### src/common/opn_pkg.sv
// shared register map, divider encodings and timer widths for the OPN timing core
package opn_pkg;

    // divider selector, same encoding as the chip's internal prescaler latch
    typedef logic [1:0] div_setting_t;

    localparam div_setting_t DIV_RESET = 2'b10;  // FM 1/6, SSG 1/4

    // prescaler commands, the data byte is don't care
    localparam logic [7:0] ADDR_PRES_2D = 8'h2D;  // sets bit 1
    localparam logic [7:0] ADDR_PRES_2E = 8'h2E;  // sets bit 0
    localparam logic [7:0] ADDR_PRES_2F = 8'h2F;  // clears both

    // timer registers
    localparam logic [7:0] ADDR_TA_HI  = 8'h24;  // timer A bits 9:2
    localparam logic [7:0] ADDR_TA_LO  = 8'h25;  // timer A bits 1:0
    localparam logic [7:0] ADDR_TB     = 8'h26;
    localparam logic [7:0] ADDR_TCTRL  = 8'h27;

    // bit positions inside register 0x27
    localparam logic [2:0] CTRL_LOAD_A = 3'd0;  // run timer A
    localparam logic [2:0] CTRL_LOAD_B = 3'd1;  // run timer B
    localparam logic [2:0] CTRL_EN_A   = 3'd2;  // let A overflow set its flag
    localparam logic [2:0] CTRL_EN_B   = 3'd3;
    localparam logic [2:0] CTRL_RST_A  = 3'd4;  // clear flag A, self clearing
    localparam logic [2:0] CTRL_RST_B  = 3'd5;

    // timer geometry
    localparam int TA_W   = 10;
    localparam int TB_W   = 8;
    localparam int TB_PRE = 16;  // FM enables per timer B tick

endpackage

### src/hw/opn_regs.sv
// register decoder, turns drained writes into divider and timer control state
`timescale 1ns/1ps
module opn_regs
    import opn_pkg::*;
(
    input  logic            clk,
    input  logic            arst_n,
    input  logic            clk_en,
    input  logic            pop_valid,
    input  logic [7:0]      pop_addr,
    input  logic [7:0]      pop_data,
    output div_setting_t    div_setting,
    output logic [TA_W-1:0] ta_value,
    output logic [TB_W-1:0] tb_value,
    output logic            ctrl_load_a,
    output logic            ctrl_load_b,
    output logic            ctrl_en_a,
    output logic            ctrl_en_b,
    output logic            clr_a,        // one cycle pulse
    output logic            clr_b
);

    logic       apply;  // same condition the queue pops on
    logic [7:0] ta_hi;
    logic [1:0] ta_lo;

    assign apply    = clk_en & pop_valid;
    assign ta_value = {ta_hi, ta_lo};

    always_ff @(posedge clk or negedge arst_n) begin
        if (!arst_n) begin
            div_setting <= DIV_RESET;
            ta_hi       <= '0;
            ta_lo       <= '0;
            tb_value    <= '0;
            ctrl_load_a <= 1'b0;
            ctrl_load_b <= 1'b0;
            ctrl_en_a   <= 1'b0;
            ctrl_en_b   <= 1'b0;
            clr_a       <= 1'b0;
            clr_b       <= 1'b0;
        end else begin
            clr_a <= 1'b0;  // pulses drop unless rewritten
            clr_b <= 1'b0;
            if (apply) begin
                case (pop_addr)
                    ADDR_PRES_2D: div_setting[1] <= 1'b1;
                    ADDR_PRES_2E: div_setting[0] <= 1'b1;
                    ADDR_PRES_2F: div_setting    <= 2'b00;
                    ADDR_TA_HI:   ta_hi          <= pop_data;
                    ADDR_TA_LO:   ta_lo          <= pop_data[1:0];
                    ADDR_TB:      tb_value       <= pop_data;
                    ADDR_TCTRL: begin
                        ctrl_load_a <= pop_data[CTRL_LOAD_A];
                        ctrl_load_b <= pop_data[CTRL_LOAD_B];
                        ctrl_en_a   <= pop_data[CTRL_EN_A];
                        ctrl_en_b   <= pop_data[CTRL_EN_B];
                        clr_a       <= pop_data[CTRL_RST_A];
                        clr_b       <= pop_data[CTRL_RST_B];
                    end
                    default: ;  // unmapped, dropped
                endcase
            end
        end
    end

endmodule

### src/hw/opn_top.sv
// timing core top, write queue to decoder to prescaler and timers
`timescale 1ns/1ps
module opn_top
    import opn_pkg::*;
#(
    parameter int QUEUE_DEPTH = 4,
    parameter int USE_SSG     = 1
) (
    input  logic       clk,
    input  logic       arst_n,
    input  logic       cen,
    input  logic       wr_valid,
    input  logic [7:0] wr_addr,
    input  logic [7:0] wr_data,
    output logic       credit_return,
    output logic       clk_en,
    output logic       clk_en_2,
    output logic       clk_en_ssg,
    output logic       clk_en_666,
    output logic       clk_en_111,
    output logic       clk_en_55,
    output logic       flag_a,
    output logic       flag_b,
    output logic       irq_n
);

    logic            pop_valid;
    logic [7:0]      pop_addr;
    logic [7:0]      pop_data;
    div_setting_t    div_setting;
    logic [TA_W-1:0] ta_value;
    logic [TB_W-1:0] tb_value;
    logic            ctrl_load_a;
    logic            ctrl_load_b;
    logic            ctrl_en_a;
    logic            ctrl_en_b;
    logic            clr_a;
    logic            clr_b;

    opn_write_queue #(.QUEUE_DEPTH(QUEUE_DEPTH)) i_queue (
        .clk(clk), .arst_n(arst_n),
        .wr_valid(wr_valid), .wr_addr(wr_addr), .wr_data(wr_data),
        .clk_en(clk_en),  // drains at the FM write rate
        .pop_valid(pop_valid), .pop_addr(pop_addr), .pop_data(pop_data),
        .credit_return(credit_return)
    );

    opn_regs i_regs (
        .clk(clk), .arst_n(arst_n), .clk_en(clk_en),
        .pop_valid(pop_valid), .pop_addr(pop_addr), .pop_data(pop_data),
        .div_setting(div_setting), .ta_value(ta_value), .tb_value(tb_value),
        .ctrl_load_a(ctrl_load_a), .ctrl_load_b(ctrl_load_b),
        .ctrl_en_a(ctrl_en_a), .ctrl_en_b(ctrl_en_b),
        .clr_a(clr_a), .clr_b(clr_b)
    );

    opn_prescaler #(.USE_SSG(USE_SSG)) i_prescaler (
        .clk(clk), .arst_n(arst_n), .cen(cen), .div_setting(div_setting),
        .clk_en(clk_en), .clk_en_2(clk_en_2), .clk_en_ssg(clk_en_ssg),
        .clk_en_666(clk_en_666), .clk_en_111(clk_en_111), .clk_en_55(clk_en_55)
    );

    opn_timers i_timers (
        .clk(clk), .arst_n(arst_n), .clk_en(clk_en),
        .ta_value(ta_value), .tb_value(tb_value),
        .ctrl_load_a(ctrl_load_a), .ctrl_load_b(ctrl_load_b),
        .ctrl_en_a(ctrl_en_a), .ctrl_en_b(ctrl_en_b),
        .clr_a(clr_a), .clr_b(clr_b),
        .flag_a(flag_a), .flag_b(flag_b), .irq_n(irq_n)
    );

endmodule

### src/hw/opn_write_queue.sv
// host register write FIFO, one entry drained per FM enable, one credit back per drain
`timescale 1ns/1ps
module opn_write_queue #(
    parameter int QUEUE_DEPTH = 4
) (
    input  logic       clk,
    input  logic       arst_n,
    input  logic       wr_valid,     // host only drives this while holding a credit
    input  logic [7:0] wr_addr,
    input  logic [7:0] wr_data,
    input  logic       clk_en,
    output logic       pop_valid,
    output logic [7:0] pop_addr,
    output logic [7:0] pop_data,
    output logic       credit_return
);

    localparam int PTR_W = $clog2(QUEUE_DEPTH);
    localparam logic [PTR_W:0] FULL = (PTR_W + 1)'(QUEUE_DEPTH);

    logic [7:0]       mem_addr [QUEUE_DEPTH];
    logic [7:0]       mem_data [QUEUE_DEPTH];
    logic [PTR_W-1:0] wr_ptr;   // power of two depth, pointers wrap on their own
    logic [PTR_W-1:0] rd_ptr;
    logic [PTR_W:0]   count;
    logic             pop;

    assign pop_valid = (count != '0);
    assign pop       = clk_en & pop_valid;  // decoder consumes on the same edge
    assign pop_addr  = mem_addr[rd_ptr];
    assign pop_data  = mem_data[rd_ptr];

    // storage
    always_ff @(posedge clk) begin
        if (wr_valid) begin
            mem_addr[wr_ptr] <= wr_addr;
            mem_data[wr_ptr] <= wr_data;
        end
    end

    always_ff @(posedge clk or negedge arst_n) begin
        if (!arst_n) begin
            wr_ptr        <= '0;
            rd_ptr        <= '0;
            count         <= '0;
            credit_return <= 1'b0;
        end else begin
            if (wr_valid)
                wr_ptr <= wr_ptr + 1'b1;
            if (pop)
                rd_ptr <= rd_ptr + 1'b1;
            count         <= count + (wr_valid ? 1'b1 : 1'b0) - (pop ? 1'b1 : 1'b0);
            credit_return <= pop;  // cycle after the pop
        end
    end

    // host broke the credit protocol
    a_no_write_when_full: assert property (@(posedge clk) disable iff (!arst_n)
        wr_valid |-> (count != FULL));

    a_occupancy: assert property (@(posedge clk) disable iff (!arst_n)
        count <= FULL);

endmodule

### src/hw/prescaler/opn_prescaler.sv
// clock enable generator, divides the master cen into FM, SSG and ADPCM rates
`timescale 1ns/1ps
module opn_prescaler
    import opn_pkg::*;
#(
    parameter int USE_SSG = 1
) (
    input  logic         clk,
    input  logic         arst_n,
    input  logic         cen,
    input  div_setting_t div_setting,
    output logic         clk_en,      // FM rate
    output logic         clk_en_2,    // cen / 3, fixed
    output logic         clk_en_ssg,
    output logic         clk_en_666,  // cen / 12
    output logic         clk_en_111,  // cen / 72
    output logic         clk_en_55    // cen / 144
);

    logic [2:0] fm_cnt;
    logic [2:0] fm_top;    // terminal count in use, ratio - 1
    logic [1:0] ssg_cnt;
    logic [1:0] ssg_top;
    logic [1:0] div3_cnt;
    logic [3:0] cnt_666;   // 0..11
    logic [2:0] cnt_111;   // 0..5, steps on each 666 wrap
    logic       cnt_55;    // 0..1, steps on each 111 wrap

    // FM ratio - 1 for a divider setting
    function automatic logic [2:0] fm_ratio(input div_setting_t sel);
        case (sel)
            2'b10:   return 3'd5;  // 1/6
            2'b11:   return 3'd2;  // 1/3
            default: return 3'd1;  // 1/2
        endcase
    endfunction

    // SSG ratio - 1 for a divider setting
    function automatic logic [1:0] ssg_ratio(input div_setting_t sel);
        case (sel)
            2'b10:   return 2'd3;  // 1/4
            2'b11:   return 2'd1;  // 1/2
            default: return 2'd0;  // every cen
        endcase
    endfunction

    // wrap counters, all frozen while cen is low
    always_ff @(posedge clk or negedge arst_n) begin
        if (!arst_n) begin
            fm_cnt   <= '0;
            fm_top   <= fm_ratio(DIV_RESET);
            ssg_cnt  <= '0;
            ssg_top  <= ssg_ratio(DIV_RESET);
            div3_cnt <= '0;
            cnt_666  <= '0;
            cnt_111  <= '0;
            cnt_55   <= 1'b0;
        end else if (cen) begin
            if (fm_cnt == fm_top) begin
                fm_cnt <= '0;
                fm_top <= fm_ratio(div_setting);  // new ratio only at a wrap
            end else begin
                fm_cnt <= fm_cnt + 3'd1;
            end
            if (ssg_cnt == ssg_top) begin
                ssg_cnt <= '0;
                ssg_top <= ssg_ratio(div_setting);
            end else begin
                ssg_cnt <= ssg_cnt + 2'd1;
            end
            div3_cnt <= (div3_cnt == 2'd2) ? 2'd0 : div3_cnt + 2'd1;
            cnt_666  <= (cnt_666 == 4'd11) ? 4'd0 : cnt_666 + 4'd1;
            if (cnt_666 == 4'd0) begin
                cnt_111 <= (cnt_111 == 3'd5) ? 3'd0 : cnt_111 + 3'd1;
                if (cnt_111 == 3'd0)
                    cnt_55 <= ~cnt_55;  // two states only
            end
        end
    end

    // registered enables, one cycle wide, only on a cen cycle
    always_ff @(posedge clk or negedge arst_n) begin
        if (!arst_n) begin
            clk_en     <= 1'b0;
            clk_en_2   <= 1'b0;
            clk_en_ssg <= 1'b0;
            clk_en_666 <= 1'b0;
            clk_en_111 <= 1'b0;
            clk_en_55  <= 1'b0;
        end else begin
            clk_en     <= cen & (fm_cnt == '0);
            clk_en_2   <= cen & (div3_cnt == '0);
            clk_en_ssg <= (USE_SSG != 0) & cen & (ssg_cnt == '0);  // tied low without SSG
            clk_en_666 <= cen & (cnt_666 == '0);
            clk_en_111 <= cen & (cnt_666 == '0) & (cnt_111 == '0);
            clk_en_55  <= cen & (cnt_666 == '0) & (cnt_111 == '0) & ~cnt_55;
        end
    end

    // ADPCM rates must stay nested
    a_adpcm_nested: assert property (@(posedge clk) disable iff (!arst_n)
        (clk_en_55 |-> clk_en_111) and (clk_en_111 |-> clk_en_666));

endmodule

### src/hw/timers/opn_timers.sv
// timer A and timer B with sticky overflow flags and an active low interrupt
`timescale 1ns/1ps
module opn_timers
    import opn_pkg::*;
(
    input  logic            clk,
    input  logic            arst_n,
    input  logic            clk_en,
    input  logic [TA_W-1:0] ta_value,
    input  logic [TB_W-1:0] tb_value,
    input  logic            ctrl_load_a,
    input  logic            ctrl_load_b,
    input  logic            ctrl_en_a,
    input  logic            ctrl_en_b,
    input  logic            clr_a,
    input  logic            clr_b,
    output logic            flag_a,
    output logic            flag_b,
    output logic            irq_n
);

    localparam int PRE_W = $clog2(TB_PRE);

    logic [TA_W-1:0]  cnt_a;
    logic [TB_W-1:0]  cnt_b;
    logic [PRE_W-1:0] pre_b;   // timer B prescale
    logic             tick_b;
    logic             ovf_a;
    logic             ovf_b;
    logic             flag_a_nxt;
    logic             flag_b_nxt;

    assign tick_b = clk_en & ctrl_load_b & (pre_b == PRE_W'(TB_PRE - 1));
    assign ovf_a  = clk_en & ctrl_load_a & (cnt_a == '1);  // 1023 rolls over
    assign ovf_b  = tick_b & (cnt_b == '1);

    // set beats clear when both land together
    assign flag_a_nxt = (flag_a & ~clr_a) | (ovf_a & ctrl_en_a);
    assign flag_b_nxt = (flag_b & ~clr_b) | (ovf_b & ctrl_en_b);

    always_ff @(posedge clk or negedge arst_n) begin
        if (!arst_n) begin
            cnt_a <= '0;
            cnt_b <= '0;
            pre_b <= '0;
        end else begin
            if (!ctrl_load_a)
                cnt_a <= ta_value;        // stopped timer holds its start value
            else if (ovf_a)
                cnt_a <= ta_value;        // reload
            else if (clk_en)
                cnt_a <= cnt_a + 1'b1;

            if (!ctrl_load_b) begin
                cnt_b <= tb_value;
                pre_b <= '0;              // full 16 enables before first tick
            end else if (clk_en) begin
                pre_b <= pre_b + 1'b1;
                if (ovf_b)
                    cnt_b <= tb_value;
                else if (tick_b)
                    cnt_b <= cnt_b + 1'b1;
            end
        end
    end

    // flags and irq from the same next state, so irq_n lines up with the flags
    always_ff @(posedge clk or negedge arst_n) begin
        if (!arst_n) begin
            flag_a <= 1'b0;
            flag_b <= 1'b0;
            irq_n  <= 1'b1;
        end else begin
            flag_a <= flag_a_nxt;
            flag_b <= flag_b_nxt;
            irq_n  <= ~(flag_a_nxt | flag_b_nxt);
        end
    end

    // a flag only comes up on its own timer's overflow
    a_flag_src: assert property (@(posedge clk) disable iff (!arst_n)
        ($rose(flag_a) |-> $past(ovf_a)) and ($rose(flag_b) |-> $past(ovf_b)));

endmodule

### config.mk
export PLATFORM = sky130hd
export DESIGN_NAME = opn_top
export DESIGN_NICKNAME = d
export VERILOG_FILES = /design/src/common/opn_pkg.sv /design/src/hw/opn_regs.sv /design/src/hw/opn_top.sv /design/src/hw/opn_write_queue.sv /design/src/hw/prescaler/opn_prescaler.sv /design/src/hw/timers/opn_timers.sv
export SDC_FILE = /design/constraint.sdc
export NUM_CORES = 1
export LEC_CHECK = 0
export BUFFER_PORTS_ARGS = -buffer_cell sky130_fd_sc_hd__buf_2
export CAP_MARGIN = 5
export CELL_PAD_IN_SITES_DETAIL_PLACEMENT = 0
export CELL_PAD_IN_SITES_GLOBAL_PLACEMENT = 1
export CORE_MARGIN = 1.5
export CORE_UTILIZATION = 46
export CTS_BUF_LIST = sky130_fd_sc_hd__clkbuf_8
export CTS_CLUSTER_SIZE = 30
export DETAILED_ROUTE_END_ITERATION = 8
export GPL_ROUTABILITY_DRIVEN = 0
export PLACE_DENSITY_LB_ADDON = 0.1
export SLEW_MARGIN = 20
export SYNTH_ARGS = -nofsm -noshare
export SYNTH_HDL_FRONTEND = slang
export SYNTH_SLANG_ARGS = --single-unit
### constraint.sdc
create_clock -name clk -period 2.8 [get_ports clk]
set_input_delay 0.56 -clock clk [delete_from_list [all_inputs] [get_ports clk]]
set_output_delay 0.56 -clock clk [all_outputs]
set_load 0.1 [all_outputs]
==> impl_metrics.py, run 1 <==
metrics = {
    "clock_network": {
        "cts_hold_buf": 0,
        "htree_levels": 4,
        "clock_sinks": 149,
        "post_cts_resized": 0,
        "cts-root-buf": "clkbuf_8",
        "cts_setup_buffers": 0,
        "cts_buffers": 17,
        "clk-insertion-delay-late_ns": 0.45,
        "cts_tree": "yes",
        "cts_buffer_depth": 2,
        "path_clk_slew_ns": 0.09,
    },
    "synthesis": {
        "syn-num-nets": 496,
        "synth_top_area_cell": "dfrtp_1",
        "synth-seq-cells": 149,
        "postSynthCellCount": 461,
        "synth_cell_types": 60,
        "yosysTopAreaCellShare": 0.310,
        "synth_area_per_cell_um2": 13.8,
        "yosysMostFrequentCell": "dfrtp_1",
        "yosysSeqAreaShare": 0.636,
        "synth_top_flop_cell": "dfrtp_1",
        "synth_commonest_cells": "dfrtp_1, edfxtp_1, nand2_1, inv_1, nor2_1",
        "yosys-top-cells-area": "dfrtp_1, edfxtp_1, mux4_2",
        "synthesis.area_um2": 6380,
        "yosys_warnings": 0,
        "synth_edf_count": 64,
        "synth-async-reset-ratio": 0.570,
    },
    "pwr": {
        "internal_power_mw": 4.35,
        "leakagePower_nw": 2.94,
        "powerDensity_nw_per_um2": 946,
        "switching_share": 0.356,
        "power.switching_mw": 2.40,
        "seqPwrFrac": 0.485,
        "p_comb_frac": 0.286,
        "irDropWorstVdd_uv": 521,
        "p_clk_frac": 0.229,
    },
    "setup_path": {
        "crit_buf_inv": 0,
        "worstSetupPathType": "reg -> reg",
        "required_ns": 3.13,
        "crit_path_top_delay_cell": "mux4_2",
        "path_cells": "mux4_2 > nor2b_4 > and3_1 > mux2_4",
        "crit_arrival_ns": 2.61,
        "cp_slowest_stage_delay_ns": 0.60,
        "cp-end-kind": "register",
        "cp-start-kind": "register",
        "path_max_fanout": 8,
        "critPathTopFamily": "multiplexers",
    },
    "sta": {
        "fmax_mhz": 440,
        "slew_headroom": 0.632,
        "fin_crit_ns": 2.27,
        "clock_skew_ns": 0.0110,
        "period_share": 0.812,
        "hold_violations": 0,
        "max_slew.worst_pin.slew_ns": 0.552,
        "maxSlewViolCount": 0,
        "rsz0062_at_grt": "false",
        "setup_violations": 0,
        "fin_setup_tns_ns": 0,
    },
    "die": {
        "pin_count": 30,
        "initial_core_util": 0.476,
        "core_region_area_um2": 13400,
        "die-area_um2": 14600,
        "rows": 42,
        "die_h_um": 121,
        "die_w_um": 121,
    },
    "layout": {
        "fin_area_um2": 7140,
        "diodes": 0,
        "seqCellArea_um2": 4060,
        "syn_to_final_growth_pct": 11.9,
        "layout.nets": 542,
        "multi_input_area_um2": 2160,
        "nFillCells": 1161,
        "drive_gt1_frac": 0.215,
    },
    "grt": {
        "antenna_found_initial": 0,
        "grt_pass1_vias": 3620,
        "grt_pass1_wl_um": 18400,
        "grtUsageTotal": 0.169,
        "grt_max_degree": 51,
        "grt.overflow.total": 0,
    },
    "detailed_routing": {
        "final_antenna_net_count": 0,
        "viasPerCell": 5.33,
        "firstDrtPassIters": 4,
        "wirelength_um": 11200,
        "wl_per_cell_um": 16.2,
        "vias": 3713,
        "drt-initial-drc-count": 140,
        "drc": 0,
    },
    "outcome": {
        "status": "completed",
    },
    "place": {
        "hpwl_um": 7760,
        "numPortBuffers": 29,
        "dpl_cell_area_um2": 6770,
    },
    "hold_path": {
        "hp-class": "in -> async",
    },
    "run": {
        "max-cap-violations": 0,
    },
}
cell usage in the layout (no fill, tap or decap), types with 12 or more instances in the layout:
cell type	instances
buf_2	28
edfxtp_1	64
nand3_1	17
ha_1	14
o21ai_0	20
dfrtp_1	79
clkbuf_8	17
a21oi_1	16
mux2_4	12
nor2_1	22
nand2_1	36
inv_1	24
sequential cells by signal, indices dropped and copies added, names as in the netlist, 4 cells and up:
name / count
i_regs.tb_value: 8
i_queue.mem_data: 32
i_timers.pre_b: 4
i_regs.ta_hi: 8
i_timers.cnt_a: 10
i_timers.cnt_b: 8
i_prescaler.cnt_666: 4
i_queue.mem_addr: 32
cell families (layout without fill, tap and decap cells):
| family | count (synthesis) | in the layout | synth area share |
|---|---|---|---|
| mux | 44 | 44 | 0.103 |
| compound gates | 71 | 71 | 0.0734 |
| buf+inv | 39 | 98 | 0.0259 |
| flops | 149 | 149 | 0.636 |
| fa+ha+maj | 15 | 15 | 0.0306 |
| xor+xnor | 17 | 17 | 0.0233 |
| simple gates | 126 | 126 | 0.108 |
metrics by stage:
stage	util	hold slack, ns	setup slack, ns	instances	power, mW
after global routing	0.533	0.0770	0.367	696	7.19
after floorplan	-	0.264	0.230	461	4.73
final	0.533	0.0701	0.527	696	6.76
after detailed placement	0.506	0.435	0.520	664	5.29
after CTS	0.533	0.0585	0.494	696	6.85
after global placement	0.506	0.439	0.563	664	5.22
power groups by stage:
stage          logic (mW)  clock network (mW)  registers, mW
3_3_place_gp         1.91                   0           3.31
2_1_floorplan        1.37                   0           3.36
4_1_cts              1.97                1.59           3.28
6_report             1.93                1.55           3.28
5_1_grt              2.15                1.68           3.36
3_5_place_dp         1.97                   0           3.32
final timing paths:
kind,startpoint,end,slack [ns],cells past startpoint
max,i_queue.rd_ptr[0]$_DFFE_PN0P_,i_regs.ta_hi[1]$_DFFE_PN0P_,0.53,4
min,arst_n,i_timers.cnt_a[6]$_DFFE_PN0P_,0.07,1
max reg2reg,i_queue.rd_ptr[0]$_DFFE_PN0P_,i_regs.ta_hi[1]$_DFFE_PN0P_,0.53,4
min reg2reg,i_prescaler.cnt_55$_DFFE_PN0P_,i_prescaler.clk_en_55$_DFF_PN0_,0.46,1
max in group asynchronous,arst_n,i_prescaler.ssg_top[1]$_DFFE_PN1P_,2.05,2
min in group clk,wr_data[4],i_queue.mem_data[0][4]$_DFFE_PP_,0.32,1
area by class of cell:
cell class / count / share of cell area
Clock inverter: 15 / 0.0184
Clock buffer: 17 / 0.0328
Inverter: 26 / 0.0137
Sequential cell: 149 / 0.568
Tap cell: 176 / 0.0308
Timing Repair Buffer: 40 / 0.0340
Multi-Input combinational cell: 273 / 0.302
metal layers:
metal  global-route usage  vias up  part of all wire
met5                    0        -                 0
met4               0.0699        0             0.011
met3               0.0443       12             0.031
met2                0.268       46              0.48
met1                0.223     1855              0.48
li1                     -     1800                 -
Note: power is estimated with default switching activity, not from simulation.
==> run 2, diff against run 1 <==
clock period = 2.2 ns   (was 2.8 ns; I/O delays follow)
==> impl_metrics.py, run 2 (synthesized netlist as in run 1, its figures left out) <==
metrics = {
    "sta": {
        "clock_skew_ns": 0.00946,
        "fin_setup_tns_ns": 0,
        "setup_violations": 0,
        "whs_ns": 0.202,
        "maxSlewViolCount": 0,
        "period_share": 0.955,
        "fmax_mhz": 476,
        "max_slew.worst_pin.slew_ns": 0.554,
        "slew_headroom": 0.626,
        "fin_crit_ns": 2.10,
        "hold_violations": 0,
    },
    "die": {
        "pin_count": 30,
        "core_region_area_um2": 13400,
        "rows": 42,
        "die_w_um": 121,
        "die_h_um": 121,
        "initial_core_util": 0.476,
        "die-area_um2": 14600,
    },
    "detailed_routing": {
        "final_antenna_net_count": 0,
        "viasPerCell": 5.33,
        "wl_per_cell_um": 16.0,
        "drt-initial-drc-count": 306,
        "vias": 3761,
        "firstDrtPassIters": 5,
        "wirelength_um": 11300,
        "drc": 0,
    },
    "grt": {
        "grt_pass1_vias": 3743,
        "grt_pass1_wl_um": 19000,
        "grtUsageTotal": 0.172,
        "antenna_found_initial": 0,
        "grt_max_degree": 45,
        "grt.overflow.total": 0,
    },
    "pwr": {
        "p_clk_frac": 0.239,
        "internal_power_mw": 5.83,
        "power.switching_mw": 3.03,
        "leakagePower_nw": 3.00,
        "seqPwrFrac": 0.473,
        "switching_share": 0.342,
        "irDropWorstVdd_uv": 645,
        "p_comb_frac": 0.288,
        "powerDensity_nw_per_um2": 1220,
        "power.total_mw": 8.86,
    },
    "layout": {
        "top_regs": "i_queue.mem_addr: 32 flops, i_queue.mem_data: 32 flops, i_timers.cnt_a: 10 flops",
        "mostFrequentLayoutCells": "dfrtp_1, edfxtp_1, nand2_1",
        "fin_util": 0.543,
        "drive_gt1_frac": 0.232,
        "final_common_cell": "dfrtp_1",
        "syn_to_final_growth_pct": 14.1,
        "layout.nets": 552,
        "diodes": 0,
    },
    "run": {
        "max-cap-violations": 0,
    },
    "setup_path": {
        "reg2regPathDepth": 8,
        "reg2reg_from": "i_queue.count[1]$_DFF_PN0_",
        "cp-start-kind": "register",
        "crit_arrival_ns": 2.44,
        "r2r_setup_slack_ns": 0.1,
        "worstSetupPathType": "reg -> reg",
        "r2r_end": "i_queue.count[2]$_DFF_PN0_",
        "required_ns": 2.54,
        "cp-end-kind": "register",
        "path_max_fanout": 3,
    },
    "hold_path": {
        "min_from": "wr_addr[1]",
        "hp-class": "in -> reg",
        "hold_depth": 1,
        "holdPathEnd": "i_queue.mem_addr[0][1]$_DFFE_PP_",
    },
    "clock_network": {
        "cts_tree": "yes",
        "htree_levels": 4,
        "path_clk_slew_ns": 0.09,
        "cts_buffer_depth": 2,
        "cts-root-buf": "clkbuf_8",
        "cts_buffers": 17,
        "clock_sinks": 149,
        "clk-insertion-delay-late_ns": 0.45,
    },
    "place": {
        "numPortBuffers": 29,
        "hpwl_um": 7890,
    },
    "outcome": {
        "status": "completed",
    },
}
## run 2: how the worst max path moves through the flow
stage	from	to	slack, ns	depth (start not counted)
after floorplan	i_prescaler.clk_en$_DFF_PN0_	i_queue.count[2]$_DFF_PN0_	0.03	8
after global placement	i_queue.rd_ptr[0]$_DFFE_PN0P_	i_regs.ta_hi[7]$_DFFE_PN0P_	0.15	5
after detailed placement	i_queue.count[1]$_DFF_PN0_	i_queue.count[2]$_DFF_PN0_	0.1	8
after CTS	i_queue.count[1]$_DFF_PN0_	i_queue.count[2]$_DFF_PN0_	0.09	8
after global routing	i_queue.count[1]$_DFF_PN0_	i_queue.count[2]$_DFF_PN0_	-0.009	8
final	i_queue.count[1]$_DFF_PN0_	i_queue.count[2]$_DFF_PN0_	0.1	8
## run 2: routing by layer
metal	vias to the layer above	global-route usage	part of all wire
met3	13	0.0410	0.029
met5	-	0	0
met4	0	0.0684	0.013
li1	1821	-	-
met2	70	0.274	0.49
met1	1857	0.228	0.47
## run 2: per-stage QoR
step | setup WS, ns | std cells | instance area, um^2
2_1_floorplan | 0.0343 | 461 | 6380
3_3_place_gp | 0.151 | 672 | 6850
3_5_place_dp | 0.0982 | 672 | 6850
4_1_cts | 0.0929 | 705 | 7260
5_1_grt | -0.00860 | 706 | 7280
6_report | 0.0980 | 706 | 7280
## run 2: cell type report
cell class	instances	area, um^2
Tap cell	176	220
Clock inverter	15	166
Inverter	26	97.6
Clock buffer	17	234
Fill cell	1141	6120
Timing Repair Buffer	50	333
Sequential cell	149	4060
Multi-Input combinational cell	273	2160
## run 2: worst max-delay path, stage by stage (launching register included)
cell and delay [ns]:
dfrtp_1 0.42, o31a_1 0.32, ha_1 0.29, inv_1 0.05
ha_1 0.13, inv_1 0.05, fa_1 0.44, xnor2_2 0.16
xnor2_1 0.13
## run 2: power by group through the flow
stage                     clock [mW]  combinational (mW)  sequential (mW)
after floorplan                    0                1.74             4.28
after global placement             0                2.50             4.23
after detailed placement           0                2.56             4.26
after CTS                       2.18                2.57             4.20
after global routing            2.31                2.85             4.29
final                           2.12                2.55             4.19
## run 2: what timing repair did
| action | 4_1_cts | 5_1_grt |
|---|---|---|
| gates resized for setup | 0 | 1 |
| hold buffers | 1 | 0 |
| setup endpoints to repair | 0 | 1 |
| setup buffers | 0 | 1 |
| hold endpoints to repair | 35 | 0 |
==> run 3, diff against run 2 <==
CORE_ASPECT_RATIO = 0.9   (was not set)
CTS_BUF_LIST = not set   (was sky130_fd_sc_hd__clkbuf_8)
==> impl_metrics.py, run 3 (synthesized netlist as in run 1, its figures left out) <==
metrics = {
    "die": {
        "pin_count": 30,
        "initial_core_util": 0.474,
        "core_region_area_um2": 13500,
        "die_w_um": 127,
        "rows": 40,
        "die_h_um": 115,
        "die-area_um2": 14600,
    },
    "place": {
        "numPortBuffers": 29,
        "place_inst": 663,
        "dpl_cell_area_um2": 6830,
        "place_ws_ns": 0.0835,
        "hpwl_um": 7900,
    },
    "setup_path": {
        "cp-end-kind": "register",
        "cp_slowest_stage_delay_ns": 0.45,
        "crit_arrival_ns": 2.43,
        "worstSetupPathType": "reg -> reg",
        "path_cells": "o31a_1 > ha_1 > inv_1 > ha_1 > inv_1 > fa_1 > xnor2_2 > xnor2_1",
        "cp-start-kind": "register",
        "path_max_fanout": 3,
        "crit_path_top_delay_cell": "fa_1",
        "required_ns": 2.51,
    },
    "detailed_routing": {
        "vias": 3776,
        "drc": 0,
        "final_antenna_net_count": 0,
        "viasPerCell": 5.41,
        "wl_per_cell_um": 16.6,
        "drt-initial-drc-count": 246,
        "wirelength_um": 11600,
        "firstDrtPassIters": 4,
    },
    "clock_network": {
        "cts_buffer_depth": 2,
        "cts_buffers": 17,
        "cts_tree": "yes",
        "htree_levels": 4,
        "path_clk_slew_ns": 0.07,
        "clock_sinks": 149,
        "clk-insertion-delay-late_ns": 0.43,
        "cts-root-buf": "clkbuf_16",
    },
    "layout": {
        "final_cells": 698,
        "diodes": 0,
        "fin_area_um2": 7470,
        "final_common_cell": "dfrtp_1",
        "top_regs": "i_queue.mem_addr: 32 flops, i_queue.mem_data: 32 flops, i_timers.cnt_a: 10 flops",
        "nFillCells": 1112,
        "fin_util": 0.555,
        "drive_gt1_frac": 0.234,
        "layout.nets": 552,
        "mostFrequentLayoutCells": "dfrtp_1, edfxtp_1, nand2_1",
        "syn_to_final_growth_pct": 17.1,
    },
    "pwr": {
        "irDropWorstVdd_uv": 1090,
        "powerDensity_nw_per_um2": 1300,
        "power.total_mw": 9.69,
        "leakagePower_nw": 3.10,
    },
    "grt": {
        "grt_max_degree": 52,
        "grtUsageTotal": 0.179,
        "grt.overflow.total": 0,
        "grt_pass1_wl_um": 19600,
        "antenna_found_initial": 0,
        "grt_pass1_vias": 3837,
    },
    "sta": {
        "hold_violations": 0,
        "rsz0062_at_grt": "false",
        "fmax_mhz": 473,
        "fin_ws_ns": 0.0838,
        "maxSlewViolCount": 0,
        "setup_violations": 0,
        "whs_ns": 0.221,
        "fin_setup_tns_ns": 0,
        "clock_skew_ns": 0.00810,
        "period_share": 0.962,
        "fin_crit_ns": 2.12,
        "max_slew.worst_pin.slew_ns": 0.495,
        "slew_headroom": 0.666,
    },
    "run": {
        "max-cap-violations": 0,
    },
    "outcome": {
        "status": "completed",
    },
    "hold_path": {
        "hp-class": "in -> reg",
    },
}
run 3: repair_timing:
action / 4_1_cts / 5_1_grt
hold buffers: 1 / 0
buffers inserted: 0 / 2
endpoints found under the hold margin: 33 / 0
gates resized for setup: 0 / 3
setup endpoints to repair: 0 / 23
run 3: final timing paths:
kind                                           startpoint                                 end  slack (ns)  cells after the start
max                            i_queue.count[1]$_DFF_PN0_          i_queue.count[2]$_DFF_PN0_        0.08                      8
min                                            wr_data[4]    i_queue.mem_data[3][4]$_DFFE_PP_        0.22                      1
max reg2reg                    i_queue.count[1]$_DFF_PN0_          i_queue.count[2]$_DFF_PN0_        0.08                      8
min reg2reg                i_prescaler.cnt_55$_DFFE_PN0P_     i_prescaler.clk_en_55$_DFF_PN0_        0.45                      1
max in group asynchronous                          arst_n  i_prescaler.ssg_top[0]$_DFFE_PN1P_        1.00                      3
min in group asynchronous                          arst_n       i_timers.cnt_a[5]$_DFFE_PN0P_        0.51                      2
run 3: layout make-up:
type                    instances  area (um^2)  area share
multi-input cells             273         2170       0.291
clock buffers                  19          433      0.0580
inverters                      26         97.6      0.0131
flip-flops and latches        149         4060       0.544
well taps                     168          210      0.0282
repair buffers                 50          333      0.0446
clock inverters                13          161      0.0216
run 3: critical path: cells and delay by family (launching register included):
kind / cells / cell delay (ns)
buffers and inverters: 2 / 0.11
adder cells (fa/ha/maj): 3 / 0.88
AO/OA/AOI/OAI: 1 / 0.33
XOR/XNOR: 2 / 0.30
flip-flops: 1 / 0.40
run 3: per-layer routing:
layer,track usage,wire (um)
met2,0.271,5360
met1,0.245,5680
met4,0.0833,207
met3,0.0463,357
met5,0,0
run 3: power by group:
part	switching, mW	total [mW]	internal, mW
combinational	1.44	2.57	1.14
clock	1.21	2.92	1.71
sequential	0.526	4.20	3.68
